### src/logic/img_timing_pkg.sv
package img_timing_pkg;

    // frame geometry
    // pixels per line
    localparam int img_width = 16;
    // lines per frame
    localparam int img_height = 8;

    // every blanking gap has the same length
    localparam int gap_cycles = 16;

    // timer must hold the longest interval it is loaded with
    localparam int timer_max = (img_width > gap_cycles) ? img_width : gap_cycles;
    localparam int timer_w = $clog2(timer_max + 1);

    // column and row counters wrap on their own at the frame edges
    localparam int col_w = $clog2(img_width);
    localparam int row_w = $clog2(img_height);

    // timer load values, sized to the timer port
    localparam logic [timer_w-1:0] gap_load = timer_w'(gap_cycles);
    localparam logic [timer_w-1:0] line_load = timer_w'(img_width);

    // last column and last row indices
    localparam logic [col_w-1:0] last_col = col_w'(img_width - 1);
    localparam logic [row_w-1:0] last_row = row_w'(img_height - 1);

    // sequencer states
    typedef enum logic [2:0] {
        st_idle        = 3'd0,
        // fv low ahead of the frame
        st_frame_blank = 3'd1,
        // fv high, no line yet
        st_frame_lead  = 3'd2,
        st_line_active = 3'd3,
        st_line_gap    = 3'd4,
        // fv low after the last line
        st_frame_trail = 3'd5
    } seq_state_t;

endpackage

### src/logic/img_data_pkg.sv
package img_data_pkg;

    // sensor pixel width
    localparam int pix_w = 12;

    // capture fifo sizing
    localparam int fifo_depth = 32;
    localparam int fifo_aw = $clog2(fifo_depth);
    // stored word is {sof, eol, pixel}
    localparam int fifo_entry_w = pix_w + 2;

    // completed frame counter
    localparam int frame_cnt_w = 8;

    // row/col pattern packs each index into half a pixel
    localparam int code_w = pix_w / 2;

    // grid highlight value
    localparam logic [pix_w-1:0] grid_on = '1;

    // test pattern select
    typedef enum logic [1:0] {
        // running pixel count per frame
        pat_ramp   = 2'd0,
        // bright dot every 4th row and column
        pat_grid   = 2'd1,
        // row in the upper half, column in the lower half
        pat_rowcol = 2'd2
    } pattern_t;

endpackage

### src/logic/img_bus_if.sv
`timescale 1ns/1ps

interface img_bus_if ();
    import img_data_pkg::*;

    // frame valid and line valid
    logic fv;
    logic lv;
    // pixel value, only meaningful while lv is high
    logic [pix_w-1:0] d;
    // high through the last line of a frame
    logic row_last;

    // sequencer drives the valids and watches for the last row
    modport seq (output fv, output lv, input row_last);

    // generator follows the valids and supplies pixels
    modport gen (input fv, input lv, output d, output row_last);

    // capture side only listens
    modport cap (input fv, input lv, input d, input row_last);

endinterface

### src/logic/img_seq_fsm.sv
`timescale 1ns/1ps

module img_seq_fsm (
    input  logic                               clk,
    input  logic                               reset,
    input  logic                               enable,
    img_bus_if.seq                             bus,
    output logic                               load,
    output logic [img_timing_pkg::timer_w-1:0] load_value,
    input  logic                               done
);
    import img_timing_pkg::*;

    seq_state_t state;
    seq_state_t state_nxt;
    // row_last sampled at the end of each active line
    logic last_line;

    // next state plus timer load on every state entry
    always_comb begin
        state_nxt = state;
        load = 1'b0;
        load_value = '0;
        case (state)
            st_idle: begin
                // enable only looked at here and at end of trail
                if (enable) begin
                    state_nxt = st_frame_blank;
                    load = 1'b1;
                    load_value = gap_load;
                end
            end
            st_frame_blank: begin
                if (done) begin
                    state_nxt = st_frame_lead;
                    load = 1'b1;
                    load_value = gap_load;
                end
            end
            st_frame_lead: begin
                if (done) begin
                    state_nxt = st_line_active;
                    load = 1'b1;
                    load_value = line_load;
                end
            end
            st_line_active: begin
                if (done) begin
                    state_nxt = st_line_gap;
                    load = 1'b1;
                    load_value = gap_load;
                end
            end
            st_line_gap: begin
                if (done) begin
                    load = 1'b1;
                    // leave the line loop after the gap of the final row
                    if (last_line) begin
                        state_nxt = st_frame_trail;
                        load_value = gap_load;
                    end else begin
                        state_nxt = st_line_active;
                        load_value = line_load;
                    end
                end
            end
            st_frame_trail: begin
                if (done) begin
                    // back to back frames while enable stays high
                    if (enable) begin
                        state_nxt = st_frame_blank;
                        load = 1'b1;
                        load_value = gap_load;
                    end else begin
                        state_nxt = st_idle;
                    end
                end
            end
            default: state_nxt = st_idle;
        endcase
    end

    always_ff @(posedge clk) begin
        if (reset) begin
            state <= st_idle;
            last_line <= 1'b0;
        end else begin
            state <= state_nxt;
            // generator row moves on once lv drops, so grab it now
            if (state == st_line_active && done) begin
                last_line <= bus.row_last;
            end
        end
    end

    // valids decoded straight from the state register
    assign bus.fv = (state == st_frame_lead) || (state == st_line_active) ||
                    (state == st_line_gap);
    assign bus.lv = (state == st_line_active);

endmodule

### src/logic/img_gap_timer.sv
`timescale 1ns/1ps

module img_gap_timer (
    input  logic                               clk,
    input  logic                               reset,
    input  logic                               load,
    input  logic [img_timing_pkg::timer_w-1:0] load_value,
    output logic                               done
);
    import img_timing_pkg::*;

    // cycles left in the current interval, zero when idle
    logic [timer_w-1:0] count;

    always_ff @(posedge clk) begin
        if (reset) begin
            count <= '0;
        end else if (load) begin
            // a load wins over the countdown
            count <= load_value;
        end else if (count != '0) begin
            count <= count - 1'b1;
        end
    end

    // fires in the last cycle of the interval
    // the fsm reloads in that same cycle so the pulse stays one wide
    // stuck at zero gives no pulse while idle
    assign done = (count == timer_w'(1));

endmodule

### src/logic/img_pixel_gen.sv
`timescale 1ns/1ps

module img_pixel_gen (
    input  logic                   clk,
    input  logic                   reset,
    input  img_data_pkg::pattern_t pattern,
    img_bus_if.gen                 bus
);
    import img_timing_pkg::*;
    import img_data_pkg::*;

    // delayed valids for edge detection
    logic fv_q;
    logic lv_q;
    logic [col_w-1:0] col_q;
    logic [row_w-1:0] row_q;
    // per frame pixel ramp
    logic [pix_w-1:0] ramp_q;
    // pattern held for the whole frame
    pattern_t pattern_q;

    always_ff @(posedge clk) begin
        if (reset) begin
            fv_q <= 1'b0;
            lv_q <= 1'b0;
            col_q <= '0;
            row_q <= '0;
            ramp_q <= '0;
            pattern_q <= pat_ramp;
        end else begin
            fv_q <= bus.fv;
            lv_q <= bus.lv;
            if (bus.fv && !fv_q) begin
                // frame start restarts everything and takes the new pattern
                col_q <= '0;
                row_q <= '0;
                ramp_q <= '0;
                pattern_q <= pattern;
            end else if (bus.lv) begin
                col_q <= col_q + 1'b1;
                ramp_q <= ramp_q + 1'b1;
            end else if (lv_q) begin
                // lv just fell so move to the next row
                col_q <= '0;
                row_q <= row_q + 1'b1;
            end
        end
    end

    // pixel value from the current position
    always_comb begin
        case (pattern_q)
            pat_ramp:   bus.d = ramp_q;
            pat_grid:   bus.d = (row_q[1:0] == 2'b00 && col_q[1:0] == 2'b00) ? grid_on : '0;
            pat_rowcol: bus.d = {code_w'(row_q), code_w'(col_q)};
            default:    bus.d = '0;
        endcase
    end

    // row counter wraps after the final line, so this drops in its gap
    assign bus.row_last = (row_q == last_row);

endmodule

### src/logic/img_capture.sv
`timescale 1ns/1ps

module img_capture (
    input  logic                                   clk,
    input  logic                                   reset,
    img_bus_if.cap                                 bus,
    output logic [img_data_pkg::pix_w-1:0]         pix_data,
    output logic                                   pix_sof,
    output logic                                   pix_eol,
    output logic                                   pix_valid,
    input  logic                                   pix_ready,
    output logic                                   overflow,
    output logic [img_data_pkg::frame_cnt_w-1:0]   frame_count
);
    import img_timing_pkg::*;
    import img_data_pkg::*;

    // previous fv for edge detection
    logic fv_q;
    // armed at frame start, consumed by the first pixel
    logic sof_pend;
    // own column count for eol tagging
    logic [col_w-1:0] col_cnt;
    logic in_sof;
    logic in_eol;

    // fifo storage and pointers with a wrap bit
    logic [fifo_entry_w-1:0] mem [fifo_depth];
    logic [fifo_aw:0] wr_ptr;
    logic [fifo_aw:0] rd_ptr;
    logic full;
    logic empty;
    logic wr_en;
    logic rd_en;
    logic [fifo_entry_w-1:0] head;

    // tag the incoming pixel
    assign in_sof = sof_pend;
    assign in_eol = (col_cnt == last_col);

    // the sensor cannot stall so a pixel hitting a full fifo is lost
    assign wr_en = bus.lv && !full;
    assign rd_en = pix_valid && pix_ready;

    // same index with different wrap bits means full
    assign empty = (wr_ptr == rd_ptr);
    assign full = (wr_ptr[fifo_aw] != rd_ptr[fifo_aw]) &&
                  (wr_ptr[fifo_aw-1:0] == rd_ptr[fifo_aw-1:0]);

    always_ff @(posedge clk) begin
        if (reset) begin
            fv_q <= 1'b0;
            sof_pend <= 1'b0;
            col_cnt <= '0;
        end else begin
            fv_q <= bus.fv;
            if (bus.fv && !fv_q) begin
                sof_pend <= 1'b1;
                col_cnt <= '0;
            end else if (bus.lv) begin
                // wraps back to zero after the last column
                sof_pend <= 1'b0;
                col_cnt <= col_cnt + 1'b1;
            end
        end
    end

    // storage write
    always_ff @(posedge clk) begin
        if (wr_en) begin
            mem[wr_ptr[fifo_aw-1:0]] <= {in_sof, in_eol, bus.d};
        end
    end

    always_ff @(posedge clk) begin
        if (reset) begin
            wr_ptr <= '0;
            rd_ptr <= '0;
            overflow <= 1'b0;
            frame_count <= '0;
        end else begin
            if (wr_en) begin
                wr_ptr <= wr_ptr + 1'b1;
            end
            if (rd_en) begin
                rd_ptr <= rd_ptr + 1'b1;
            end
            // sticky until reset
            if (bus.lv && full) begin
                overflow <= 1'b1;
            end
            // count on fv falling
            if (!bus.fv && fv_q) begin
                frame_count <= frame_count + 1'b1;
            end
        end
    end

    // head entry holds steady until it is accepted
    assign head = mem[rd_ptr[fifo_aw-1:0]];
    assign pix_valid = !empty;
    assign {pix_sof, pix_eol, pix_data} = head;

endmodule

### src/logic/img_sensor_top.sv
`timescale 1ns/1ps

module img_sensor_top (
    input  logic                                   clk,
    input  logic                                   reset,
    input  logic                                   enable,
    input  img_data_pkg::pattern_t                 pattern,
    output logic [img_data_pkg::pix_w-1:0]         pix_data,
    output logic                                   pix_sof,
    output logic                                   pix_eol,
    output logic                                   pix_valid,
    input  logic                                   pix_ready,
    output logic                                   overflow,
    output logic [img_data_pkg::frame_cnt_w-1:0]   frame_count
);
    import img_timing_pkg::*;

    // sensor bus shared by the emulator parts and capture
    img_bus_if bus ();

    // fsm to timer handshake
    logic load;
    logic [timer_w-1:0] load_value;
    logic done;

    // emulator side
    img_seq_fsm img_seq_fsm_i (
        .clk        (clk),
        .reset      (reset),
        .enable     (enable),
        .bus        (bus.seq),
        .load       (load),
        .load_value (load_value),
        .done       (done)
    );

    img_gap_timer img_gap_timer_i (
        .clk        (clk),
        .reset      (reset),
        .load       (load),
        .load_value (load_value),
        .done       (done)
    );

    img_pixel_gen img_pixel_gen_i (
        .clk     (clk),
        .reset   (reset),
        .pattern (pattern),
        .bus     (bus.gen)
    );

    // capture side
    img_capture img_capture_i (
        .clk         (clk),
        .reset       (reset),
        .bus         (bus.cap),
        .pix_data    (pix_data),
        .pix_sof     (pix_sof),
        .pix_eol     (pix_eol),
        .pix_valid   (pix_valid),
        .pix_ready   (pix_ready),
        .overflow    (overflow),
        .frame_count (frame_count)
    );

endmodule

### config.mk
export PLATFORM = sky130hd
export DESIGN_NAME = img_sensor_top
export DESIGN_NICKNAME = d
export VERILOG_FILES = /design/src/logic/img_timing_pkg.sv /design/src/logic/img_data_pkg.sv /design/src/logic/img_bus_if.sv /design/src/logic/img_seq_fsm.sv /design/src/logic/img_gap_timer.sv /design/src/logic/img_pixel_gen.sv /design/src/logic/img_capture.sv /design/src/logic/img_sensor_top.sv
export SDC_FILE = /design/constraint.sdc
export NUM_CORES = 1
export LEC_CHECK = 0
export BUFFER_PORTS_ARGS = -buffer_cell sky130_fd_sc_hd__buf_2
export CORE_MARGIN = 3
export CORE_UTILIZATION = 65
export CTS_BUF_LIST = sky130_fd_sc_hd__clkbuf_4
export DETAILED_ROUTE_END_ITERATION = 16
export PLACE_DENSITY_LB_ADDON = 0.05
export SLEW_MARGIN = 20
export SYNTH_ARGS = -nofsm -noshare
export SYNTH_HDL_FRONTEND = slang
export SYNTH_SLANG_ARGS = --single-unit
### constraint.sdc
create_clock -name clk -period 4.55 [get_ports clk]
set_clock_uncertainty 0.05 [all_clocks]
set_input_delay 0.2275 -clock clk [delete_from_list [all_inputs] [get_ports clk]]
set_output_delay 0.2275 -clock clk [all_outputs]
set_load 0.005 [all_outputs]
# After elaboration in Yosys (flattened, before gate mapping)
# Memory sizes are Yosys's and may differ from the RTL's. A register that Yosys moved wholly into a read port is not among the register bits.
# Index checks and enable logic that the tools add are counted.
# Widths: inputs -> output; s select.
# word_totals
regBits	58
ramBits	448
in_bits	6
output_inout_bits	24
word_cells	99
mem_count	1
# op_classes
add_sub_neg	8
eq_ne	19
mux	29
n_bitwise	1
n_reduce_logical	26
# mem_list
name	depth	word_bits	rd	rd_clocked_by_memory_dff	write_ports	line	source
img_capture_i.mem	32	14	1	1	1	img_capture.sv:28	logic [fifo_entry_w-1:0] mem [fifo_depth];
# op_table
op	n
$pmux 12 s3	1
$mux 5	7
$mux 3	7
$pmux 3 s6	1
$pmux 5 s3	1
$add 12x1->12 const B	1
$add 6x1->6 const B	2
$mux 12	1
$eq 3x3->1 const B	3
$add 4x1->4 const B	2
$add 8x1->8 const B	1
$logic_and 1x1->1	8
$mux 1	8
$mux 4	2
$ne 2x1->1 const B	4
$eq 3x2->1 const B	2
$eq 6x6->1	1
$logic_not 2->1	3
$reduce_and 6->1	1
$reduce_bool 2->1	3
$eq 5x1->1 const B	1
$eq 5x5->1	1
$reduce_bool 5->1	1
$sub 5x1->5 const B	1
15 further kinds	20

# Logic depth before layout (Yosys ltp)
# Gate-level depths: netlist (run 1).
# logic_depth
ltp_word	6
ltp_mapped	8
depth_no_buf	7

# Cells and area by module
# A second synthesis (run 1) with hierarchy kept.
# hier_totals
hier_cells	1350
hier_area_um2	20752.4
# modules_own_cells
mod	n_inst	cells_per_inst	area_per_inst_um2	seq_area_each_um2
img_capture	1	1137	18936.9	14093.5
img_pixel_gen	1	140	1204.9	460.4
img_gap_timer	1	35	309.0	100.1
img_seq_fsm	1	38	301.5	80.1

# Worst setup path after synthesis (run 1)
# No wires, ideal clock.
# synth_path
path_kind	reg2reg
startpoint	register img_pixel_gen_i.pattern_q[1]
endpoint	memory img_capture_i.mem[0][0] (netlist bit), data pin
t_arrival_ps	2098
required_time_ps	4046
path_slack_ps	1948
stages_incl_launch_ff	4
n_path_buf	1
cell_sequence	dfxtp_1 clkbuf_1 mux2i_1 o21ai_0
# synth_between
elab_chain_len	2
elab_cells_between_ends	4
classes_between	2 x eq/ne; 1 x mux; 1 x reduce/logical
# synth_lines
element	line	source
from (decl)	img_pixel_gen.sv:20	pattern_t pattern_q;
from (signal assigned)	img_pixel_gen.sv:29	pattern_q <= pat_ramp;
from (signal assigned)	img_pixel_gen.sv:38	pattern_q <= pattern;
$eq 2x2->1 (tied with other cells)	img_pixel_gen.sv:52	case (pattern_q)
$pmux 12 s3 *	img_pixel_gen.sv:52	
net bus.d[0]	img_bus_if.sv:10	logic [pix_w-1:0] d;
to (decl)	img_capture.sv:28	
# Mark *: on every way through the listed nets, which the timed path passes. The rest lies on a longest branch.

==> results of run 1 <==
## cell usage in the layout (no fill, tap or decap), types with 21 or more instances in the layout
cell type,n
clkinv_1,21
nor2_1,83
buf_4,40
a22o_1,28
mux2i_1,234
clkbuf_4,182
buf_2,29
nand3_1,41
edfxtp_1,448
dfxtp_1,62
nand4_1,24
a21oi_1,50
a22oi_1,56
nand2_1,66
## state kept, by name, summed over array words and instances, names as in the netlist, 2 cells and up, named ones only
signal                     flops
img_capture_i.rd_ptr           6
img_pixel_gen_i.col_q          4
img_pixel_gen_i.pattern_q      2
img_pixel_gen_i.ramp_q        12
img_capture_i.wr_ptr           6
img_capture_i.frame_count      8
img_seq_fsm_i.state            3
img_pixel_gen_i.row_q          3
img_capture_i.col_cnt          4
img_gap_timer_i.count          5
img_capture_i.mem            448
## through the flow
| step | power (W) | hold slack [ns] | worst slack (ns) | instance area (um2) |
|---|---|---|---|---|
| final | 0.00945 | 0.422 | 0.873 | 23100 |
| after CTS | 0.00953 | 0.370 | 0.867 | 23000 |
| after global routing | 0.00985 | 0.416 | 0.691 | 23100 |
| after floorplan | 0.00552 | 0.314 | 1.95 | 20600 |
| after detailed placement | 0.00567 | 0.415 | 1.40 | 21300 |
| after global placement | 0.00566 | 0.404 | 1.59 | 21300 |
## worst max path at each step
stage	cells past startpoint	endpoint	slack, ns	start
after floorplan	3	img_capture_i.mem[0][0]$_DFFE_PP_	1.95	img_pixel_gen_i.pattern_q[1]$_SDFFE_PP0P_
after global placement	4	img_capture_i.mem[21][0]$_DFFE_PP_	1.59	img_seq_fsm_i.state[1]$_SDFFE_PP0P_
after detailed placement	4	img_capture_i.mem[4][1]$_DFFE_PP_	1.40	img_seq_fsm_i.state[1]$_SDFFE_PP0P_
after CTS	6	pix_data[2]	0.87	flip-flop
after global routing	6	pix_data[4]	0.69	flip-flop
final	6	pix_data[4]	0.87	flip-flop
## worst max-delay path, delay by kind of cell, from the launching register on
family / cells / cell delay [ns]
mux: 1 / 0.29
flops: 1 / 0.71
simple gates: 1 / 0.14
buf+inv: 2 / 0.68
compound gates: 2 / 0.67
## repair_timing
item                      in CTS  in global routing
hold endpoints to repair      38                  0
hold buffers                   9                  0
gates resized for setup        0                  0
## where the power goes
group	leakage (nW)	switching (W)	internal [W]	total (W)
Clock	0.968	0.00179	0.00208	0.00387
Sequential	4.57	0.0000388	0.00515	0.00519
Combinational	1.91	0.000278	0.000122	0.000400
## metal layers
metal	part of all wire [%]	vias up	wire length [um]
met5	0	-	0
met4	3.2	0	1460
met3	8.4	102	3860
met2	48	500	22000
met1	40	5874	18500
li1	-	5501	-
## area by class of cell
cell class | instances | share of cell area, %
flip-flops and latches | 511 | 63.8
well taps | 396 | 2.15
multi-input cells | 745 | 24.0
repair buffers | 82 | 2.70
clock buffers | 182 | 5.92
diodes | 1 | 0.0108
inverters | 12 | 0.195
clock inverters | 40 | 1.24
## kinds of logic after synthesis
group / after synthesis / share of synthesized area (%)
XOR/XNOR: 34 / 1.52
flip-flops: 511 / 71.6
AND/OR/NAND/NOR: 282 / 6.55
buffers and inverters: 90 / 1.94
AO/OA/AOI/OAI: 179 / 6.06
adder cells (fa/ha/maj): 15 / 0.913
multiplexers: 235 / 11.4
==> out/summary.txt, run 1 <==
status -> finished, final reports clean
drc violations -> 0
Detail Placement HPWL -> 26.3 mm
top cells by area, synth -> edfxtp_1 (65%), mux2i_1 (11%), dfxtp_1 (6.1%)
fmax -> 272 MHz
Initial DRT Pass Iterations -> 7
initial antenna violation count -> 1
R2R Setup Slk -> 1.38 ns
Area growth, synth to finish -> 12.2%
cell count after synthesis -> 1346
post-synth cell types -> 56
grt ovf -> 0
Clock transition at path regs -> 0.06 ns
largest net degree at the start of global routing -> 87
sequential-to-total area share from yosys stat -> 71.6%
die height -> 184 um
number of flops mapped to enable cells by yosys -> 448
DP Cell Count -> 1736
Clock Latency Late Sink -> 0.81 ns
port buffer count -> 29
Reg-to-Reg End -> img_capture_i.mem[22][8]$_DFFE_PP_
crit share post-route -> 80.8%
Pins Over Slew Limit -> 0
Synth area leader -> edfxtp_1
RSZ-0062 raised after global routing -> false
1st-iter DRT viols -> 1173
Multi-input gate area -> 0.00553 mm2
Synth Register Bits -> 511
post-synth net total -> 1367
worst reg2reg path startpoint -> img_seq_fsm_i.state[1]$_SDFFE_PP0P_
Synth top cells by count -> edfxtp_1 (448), mux2i_1 (234), nor2_1 (91)
global-route met1 utilization -> 36.9%
share of layout cells above drive strength 1 -> 19.5%
fin cells -> 1969
VDD IR max -> 0.255 mV
Yosys Warn Count -> 0
CTS sink cnt -> 511
reg2reg path depth -> 4
htree depth -> 4
first-pass GRT wire length -> 69.0 mm
Post-CTS Setup Repair Bufs -> 0
IO Pins -> 30
Post-synth ARST share -> 0%
busiest grt layer -> met2
Die Wd -> 184 um
routed vias/inst -> 6.08
total number of vias -> 12000
CTS Buf Count -> 131
Worst Hold Endpoint -> img_capture_i.frame_count[4]$_SDFFE_PP0P_
Nets -> 1504
pwr dens -> 410 mW/mm2
fin crit period -> 3.68 ns
CTS tree -> done
CP Launch Type -> flip-flop
Required @ worst endpoint -> 4.27 ns
Setup Viol. Count Final -> 0
CP max stage cell -> dfxtp_4
M3 GR Usage -> 7.56%
vias in the first global route -> 12000
Initial Util -> 66.5%
top-area cell type share of the netlist area -> 65.4%
CP max stage delay -> 0.71 ns
final WL -> 45.8 mm
setup TNS -> 0 ns
most frequent cell after synthesis -> edfxtp_1
Critical Path End Type -> output port
number of max-cap violations -> 0
FF/Latch Area -> 0.0147 mm2
post-synthesis instance area -> 0.0206 mm2
Die Area -> 0.0338 mm2
post-route ant nets -> 0
row count -> 64
Primary FF master, synth -> edfxtp_1
hold path depth -> 3
Avg WL per Cell -> 23.2 um
Fill cells -> 1993
Slew headroom -> 27.5%
final core utilization -> 74.6%
critical path arrival -> 3.40 ns
worst min path class -> in2reg
leakage -> 7.46 nW
hold_sp -> reset
crit-path max FO -> 86
core area -> 0.0309 mm2
GR Util All Layers -> 27.5%
met2 Track Usage GR -> 43.4%
CTS root buffer -> clkbuf_4
kind of critical path -> reg2out
Slew @ Worst Pin -> 1.09 ns
final hold violations -> 0
Final GP Congestion -> 0.848
clock tree buffer depth -> 3
syn_area_per_cell -> 15.3 um2
CP Cell Sequence -> buf_12 > mux2i_1 > a22oi_1 > a31oi_1 > nand3_1 > buf_2
No activity file was read; power rests on OpenSTA's default activity.
==> run 2: changes to the inputs <==
- ABC_AREA: not set -> 1
- clock period: 4.55 -> 3.4 ns (I/O delays scaled with it)
==> out/summary.txt, run 2 <==
status -> finished, final reports clean
Die Wd -> 187 um (+1.8%)
Yosys Warn Count -> 0 (unchanged)
Clock Latency Late Sink -> 0.82 ns (about the same)
crit path to -> pix_data[4]
Pins Over Slew Limit -> 0 (unchanged)
CTS root buffer -> clkbuf_4
IO Pins -> 30 (unchanged)
Synth Register Bits -> 511 (unchanged)
first-pass GRT wire length -> 79.7 mm (+16%)
kind of critical path -> reg2out
htree depth -> 4 (unchanged)
vias in the first global route -> 14600 (+21%)
Slew @ Worst Pin -> 1.11 ns (+0.0245 ns)
commonest non-fill, non-tap cells in the layout -> nand2_1 (658), edfxtp_1 (448), nand3_1 (401), clkbuf_4 (191), dfxtp_1 (59)
Detail Placement HPWL -> 29.4 mm (+12%)
Slew headroom -> 25.6% (-1.9 points)
largest net degree at the start of global routing -> 225 (+160%)
Initial DRT Pass Iterations -> 6 (-1)
Post-synth ARST share -> 0% (unchanged)
CP Launch Type -> flip-flop
grt ovf -> 0 (unchanged)
Compound-Gate Fraction of Synth Area -> 1.93% (-4.1 points)
CTS Buf Count -> 131 (unchanged)
top-area cell type share of the netlist area -> 63.0% (-2.4 points)
fin crit period -> 3.25 ns
Pint -> 0.0115 W (+56%)
drc violations -> 0 (unchanged)
Setup Viol. Count Final -> 0 (unchanged)
worst reg2reg path startpoint -> img_capture_i.wr_ptr[2]$_SDFFE_PP0P_
Primary FF master, synth -> edfxtp_1
Synth top cells by count -> nand2_1 (658), edfxtp_1 (448), nand3_1 (401)
commonest non-fill, non-tap cell in the layout -> nand2_1
Post-Synth Simple-Gate Area -> 24.0% (+17 points)
CTS sink cnt -> 511 (unchanged)
hold path depth -> 4 (+1)
final hold violations -> 0 (unchanged)
worst min path class -> in2reg
number of flops mapped to enable cells by yosys -> 448 (unchanged)
crit-path max FO -> 63 (-27%)
post-synth cell types -> 35 (-38%)
post-synth net total -> 1996 (+46%)
most frequent cell after synthesis -> nand2_1
reg2reg path depth -> 6 (+2)
crit share post-route -> 95.6%
row count -> 65 (+1.6%)
leakage -> 8.98 nW (+20%)
Reg power frac -> 44.1% (-11 points)
Net Switching -> 0.00586 W (+180%)
sequential-to-total area share from yosys stat -> 68.9% (-2.6 points)
routed vias/inst -> 5.84 (-4.1%)
die height -> 187 um (+1.8%)
final core utilization -> 74.9% (+0.24 points)
CTS tree -> done
mux contribution to synthesized area -> 0% (-11 points)
initial antenna violation count -> 1 (unchanged)
Nets -> 2086 (+39%)
Avg WL per Cell -> 20.1 um (-13%)
Final GP Congestion -> 0.945 (+11%)
setup TNS -> 0 ns (unchanged)
cell count after synthesis -> 1975 (+47%)
Area growth, synth to finish -> 12.1% (about the same)
core area -> 0.0320 mm2 (+3.4%)
top cells by area, synth -> edfxtp_1 (63%), nand2_1 (12%), nand3_1 (9.4%)
syn_area_per_cell -> 10.8 um2 (-29%)
Die Area -> 0.0350 mm2 (+3.7%)
hold_sp -> pattern[0]
GR Util All Layers -> 29.6% (+2.0 points)
clock tree buffer depth -> 3 (unchanged)
sw frac -> 33.8% (+11 points)
critical path arrival -> 3.03 ns (-0.37 ns)
Reg-to-Reg End -> img_capture_i.mem[15][13]$_DFFE_PP_
post-route ant nets -> 0 (unchanged)
clock share of power -> 30.3% (-11 points)
synthesized-area fraction occupied by adder cells -> 0.879% (-0.034 points)
Post-Synth XOR/XNOR Area -> 0.657% (-0.86 points)
post-synthesis instance area -> 0.0213 mm2 (+3.8%)
WHS -> 0.0624 ns (-0.360 ns)
Synth area leader -> edfxtp_1
pwr dens -> 725 mW/mm2 (+77%)
RSZ-0062 raised after global routing -> false
1st-iter DRT viols -> 1650 (+41%)
Clock transition at path regs -> 0.06 ns (about the same)
total number of vias -> 15100 (+26%)
port buffer count -> 29 (unchanged)
Critical Path End Type -> output port
Required @ worst endpoint -> 3.18 ns (-1.09 ns)
Logic pwr share -> 25.6% (+21 points)
share of layout cells above drive strength 1 -> 15.4% (-4.1 points)
final WL -> 52.2 mm (+14%)
fmax -> 308 MHz
number of max-cap violations -> 0 (unchanged)
max FFs per register -> 448 (unchanged)
Initial Util -> 66.8% (+0.26 points)
largest family of logic cells by synthesized area -> simple AND/OR/NAND/NOR gates
VDD IR max -> 0.590 mV (+130%)
R2R Setup Slk -> 0.41 ns (-0.97 ns)
-- run 2: changes by cell type in the layout (fill, tap and decap cells not counted), moves of 11 or more --
cell	delta
nand2_1	+592
nand3_1	+360
mux2i_1	-234
a22oi_1	-56
nor2_1	-34
inv_1	+33
a22o_1	-28
buf_4	-18
nor3_4	+18
nand4_1	-17
a31oi_1	-15
and2_1	+12
o21ai_0	+12
nor3_2	+11
-- run 2: how the worst min path moves through the flow --
stage | end | slack, ns
after CTS | img_pixel_gen_i.pattern_q[0]$_SDFFE_PP0P_ | 0.03
final | img_pixel_gen_i.pattern_q[0]$_SDFFE_PP0P_ | 0.06
after floorplan | img_pixel_gen_i.pattern_q[0]$_SDFFE_PP0P_ | 0.25
after global placement | img_pixel_gen_i.pattern_q[0]$_SDFFE_PP0P_ | 0.35
after global routing | img_pixel_gen_i.pattern_q[0]$_SDFFE_PP0P_ | 0.07
after detailed placement | img_pixel_gen_i.pattern_q[0]$_SDFFE_PP0P_ | 0.36
-- run 2: logic make-up (layout without fill, tap and decap cells) --
kind of cell,Yosys count,after routing
flip-flops,511,511
other,0,4
adder cells (fa/ha/maj),15,15
buffers and inverters,172,351
XOR/XNOR,16,16
AO/OA/AOI/OAI,77,77
AND/OR/NAND/NOR,1184,1184
-- run 2: power groups by stage --
stage | Clock (W) | Combinational [W] | Sequential [W]
global placement | 0 | 0.00418 | 0.00779
CTS | 0.00533 | 0.00429 | 0.00767
detailed placement | 0 | 0.00426 | 0.00780
global route | 0.00568 | 0.00485 | 0.00768
floorplan | 0 | 0.00279 | 0.00767
finish | 0.00526 | 0.00444 | 0.00766
-- run 2: through the flow --
step / cell area (um2) / std cells / total power (W) / worst slack (ns)
5_1_grt: 23900 / 2591 / 0.0182 / 0.0228
3_3_place_gp: 22000 / 2358 / 0.0120 / 0.593
3_5_place_dp: 22000 / 2358 / 0.0121 / 0.528
6_report: 23900 / 2593 / 0.0174 / 0.149
4_1_cts: 23800 / 2587 / 0.0173 / 0.126
2_1_floorplan: 21300 / 1975 / 0.0105 / 0.868
-- run 2: cell type report --
| class | instances | area, um2 |
|---|---|---|
| antenna | 4 | 10.0 |
| clock buffer | 191 | 1430 |
| clock inverter | 31 | 231 |
| fill | 2220 | 8030 |
| inverter | 62 | 244 |
| multi-input combinational | 1292 | 6160 |
| sequential | 511 | 14700 |
| tap | 435 | 544 |
| timing repair buffer | 67 | 581 |
-- run 2: worst max-delay path, stage by stage (launching register included) --
cell and delay, ns:
dfxtp_4 0.40, inv_8 0.31, buf_4 0.38, nand2_1 0.09, nand3_1 0.08, nand3_1 0.15, nand2_1 0.19, nand2_1 0.07
nand3_1 0.24, and2_1 0.17, buf_2 0.11
-- run 2: what timing repair did --
item | in CTS | in global routing
endpoints found under the setup margin | 0 | 10
endpoints found under the hold margin | 34 | 0
buffers inserted | 0 | 1
resized for setup | 0 | 2
hold buffers | 7 | 0
-- run 2: routing by layer --
| layer | global-route usage (%) | vias up | routed length [um] |
|---|---|---|---|
| met5 | 0 | - | 0 |
| met2 | 47.3 | 775 | 24900 |
| met1 | 39.9 | 7098 | 20400 |
| li1 | - | 7110 | - |
| met3 | 6.00 | 150 | 4720 |
| met4 | 12.9 | 0 | 2100 |
==> run 3: changes to the inputs <==
- CORE_UTILIZATION: 65 -> 63
- CTS_BUF_LIST: sky130_fd_sc_hd__clkbuf_4 -> not set
==> out/summary.txt, run 3 (same netlist as run 2, synthesis figures left out) <==
Detail Placement HPWL -> 29.9 mm (+1.6%)
crit-path max FO -> 224 (+260%)
drc violations -> 0 (unchanged)
first-pass GRT wire length -> 80.9 mm (+1.4%)
Post-CTS Setup Repair Bufs -> 0 (unchanged)
leakage -> 8.73 nW (-2.8%)
number of max-cap violations -> 0 (unchanged)
CTS tree -> done
routed vias/inst -> 5.94 (+1.7%)
commonest non-fill, non-tap cells in the layout -> nand2_1 (658), edfxtp_1 (448), nand3_1 (401), dfxtp_1 (59), clkbuf_16 (51)
Die Wd -> 190 um (+1.5%)
CTS sink cnt -> 511 (unchanged)
Setup Viol. Count Final -> 0 (unchanged)
CP Cell Sequence -> buf_12 > nand2_1 > nand3_1 > nand3_1 > nand2_1 > nand2_1 > nand3_1 > and2_1 > buf_2
core area -> 0.0329 mm2 (+3.1%)
Avg WL per Cell -> 21.2 um (+5.4%)
Initial DRT Pass Iterations -> 6 (unchanged)
1st-iter DRT viols -> 1754 (+6.3%)
Fill cells -> 2297 (+3.5%)
Die Area -> 0.0361 mm2 (+3.1%)
pwr dens -> 740 mW/mm2 (+2.1%)
worst min path class -> in2reg
final hold violations -> 0 (unchanged)
RSZ-0062 raised after global routing -> false
largest net degree at the start of global routing -> 225 (unchanged)
GR Util All Layers -> 29.5% (-0.055 points)
ANT cells -> 0 (-4)
crit share post-route -> 92.8% (-2.8 points)
Clock Latency Late Sink -> 0.56 ns (-0.26 ns)
Initial Util -> 64.8% (-2.0 points)
Nets -> 2015 (-3.4%)
commonest non-fill, non-tap cell in the layout -> nand2_1
fin crit period -> 3.16 ns (-0.0946 ns)
kind of critical path -> reg2out
total number of vias -> 14700 (-2.9%)
Area growth, synth to finish -> 11.7%
CTS root buffer -> clkbuf_16
final core utilization -> 72.3% (-2.5 points)
CP max stage cell -> buf_12
CP bufs+invs -> 2 (-1)
placed cell area -> 0.0221 mm2 (+0.22%)
htree depth -> 2 (-2)
Slew headroom -> 25.1% (-0.51 points)
vias in the first global route -> 14000 (-4.2%)
Multi-input gate area -> 0.00606 mm2 (-1.6%)
Clock transition at path regs -> 0.06 ns (about the same)
VDD IR max -> 1.02 mV (+72%)
initial antenna violation count -> 1 (unchanged)
Final Cell Area -> 0.0238 mm2 (-0.39%)
post-route ant nets -> 0 (unchanged)
grt ovf -> 0 (unchanged)
CP Launch Type -> flip-flop
CP max stage delay -> 0.54 ns (+0.14 ns)
CTS Buf Count -> 50 (-62%)
critical path arrival -> 2.94 ns (-0.09 ns)
clock tree buffer depth -> 3 (unchanged)
setup TNS -> 0 ns (unchanged)
Slew @ Worst Pin -> 1.12 ns (+0.0137 ns)
die height -> 190 um (+1.5%)
share of layout cells above drive strength 1 -> 10.4% (-5.0 points)
max FFs per register -> 448 (unchanged)
status -> finished, final reports clean
IO Pins -> 30 (unchanged)
fmax -> 317 MHz (+3.0%)
final WL -> 52.4 mm (+0.54%)
Required @ worst endpoint -> 3.18 ns (about the same)
row count -> 66 (+1.5%)
CP delay by family, top -> simple AND/OR/NAND/NOR gates
FF/Latch Area -> 0.0147 mm2 (unchanged)
Final GP Congestion -> 0.882 (-6.7%)
port buffer count -> 29 (unchanged)
Critical Path End Type -> output port
Pins Over Slew Limit -> 0 (unchanged)
run 3: cell count changes in the layout (fill, tap and decap cells not counted), sizes merged:
cell / before / now
buf: 59 / 72
clkbuf: 192 / 62
inv: 60 / 59
clkinv: 27 / 21
bufinv: 4 / 8
diode: 4 / 0
dlygate4sd3: 7 / 5
run 3: final timing paths:
path	to	slack (ns)	cells past startpoint	start
max	pix_data[9]	0.24	9	flip-flop
min	img_seq_fsm_i.state[0]$_SDFFE_PP0P_	0.02	5	enable
max reg2reg	img_capture_i.mem[12][3]$_DFFE_PP_	0.59	6	img_capture_i.wr_ptr[2]$_SDFFE_PP0P_
min reg2reg	img_gap_timer_i.count[1]$_SDFFE_PP0P_	0.41	2	img_gap_timer_i.count[1]$_SDFFE_PP0P_
run 3: timing repair:
item | CTS | global route
hold buffers | 5 | 0
hold endpoints to repair | 22 | 0
gates resized for setup | 0 | 0
run 3: layer usage:
| layer | track usage (%) | up-vias | routed length, um |
|---|---|---|---|
| met5 | 0 | - | 13 |
| met1 | 44.2 | 6984 | 21900 |
| li1 | - | 6866 | - |
| met4 | 9.35 | 2 | 1570 |
| met3 | 4.75 | 108 | 5040 |
| met2 | 45.1 | 727 | 23900 |
run 3: per-stage QoR:
stage	setup slack, ns	hold slack [ns]	cells	power [W]
6_report	0.243	0.0194	2474	0.0176
5_1_grt	0.162	0.0845	2474	0.0184
4_1_cts	0.346	0.00309	2473	0.0176
3_5_place_dp	0.635	0.350	2378	0.0120
3_3_place_gp	0.709	0.343	2378	0.0119
2_1_floorplan	0.868	0.255	1975	0.0105
run 3: final cells by class:
| type | instances | share of cell area, % |
|---|---|---|
| repair buffers | 77 | 2.47 |
| multi-input cells | 1292 | 25.4 |
| clock buffers | 62 | 5.57 |
| inverters | 62 | 1.02 |
| clock inverters | 28 | 1.41 |
| flip-flops and latches | 511 | 61.8 |
| well taps | 442 | 2.32 |
run 3: where the power goes:
part | internal (W) | switching (W) | total (W)
combinational | 0.00114 | 0.00329 | 0.00443
clock | 0.00337 | 0.00224 | 0.00561
sequential | 0.00745 | 0.000162 | 0.00761
total | 0.0120 | 0.00569 | 0.0176
run 3: worst register-to-register path, cell delays in order (launching register included):
cell and delay, ns:
dfxtp_1 0.57, nand2_1 0.10, nand2_1 0.12, nor2_4 0.06
nand4_4 0.15, nand2_4 0.39, nor3_2 0.98
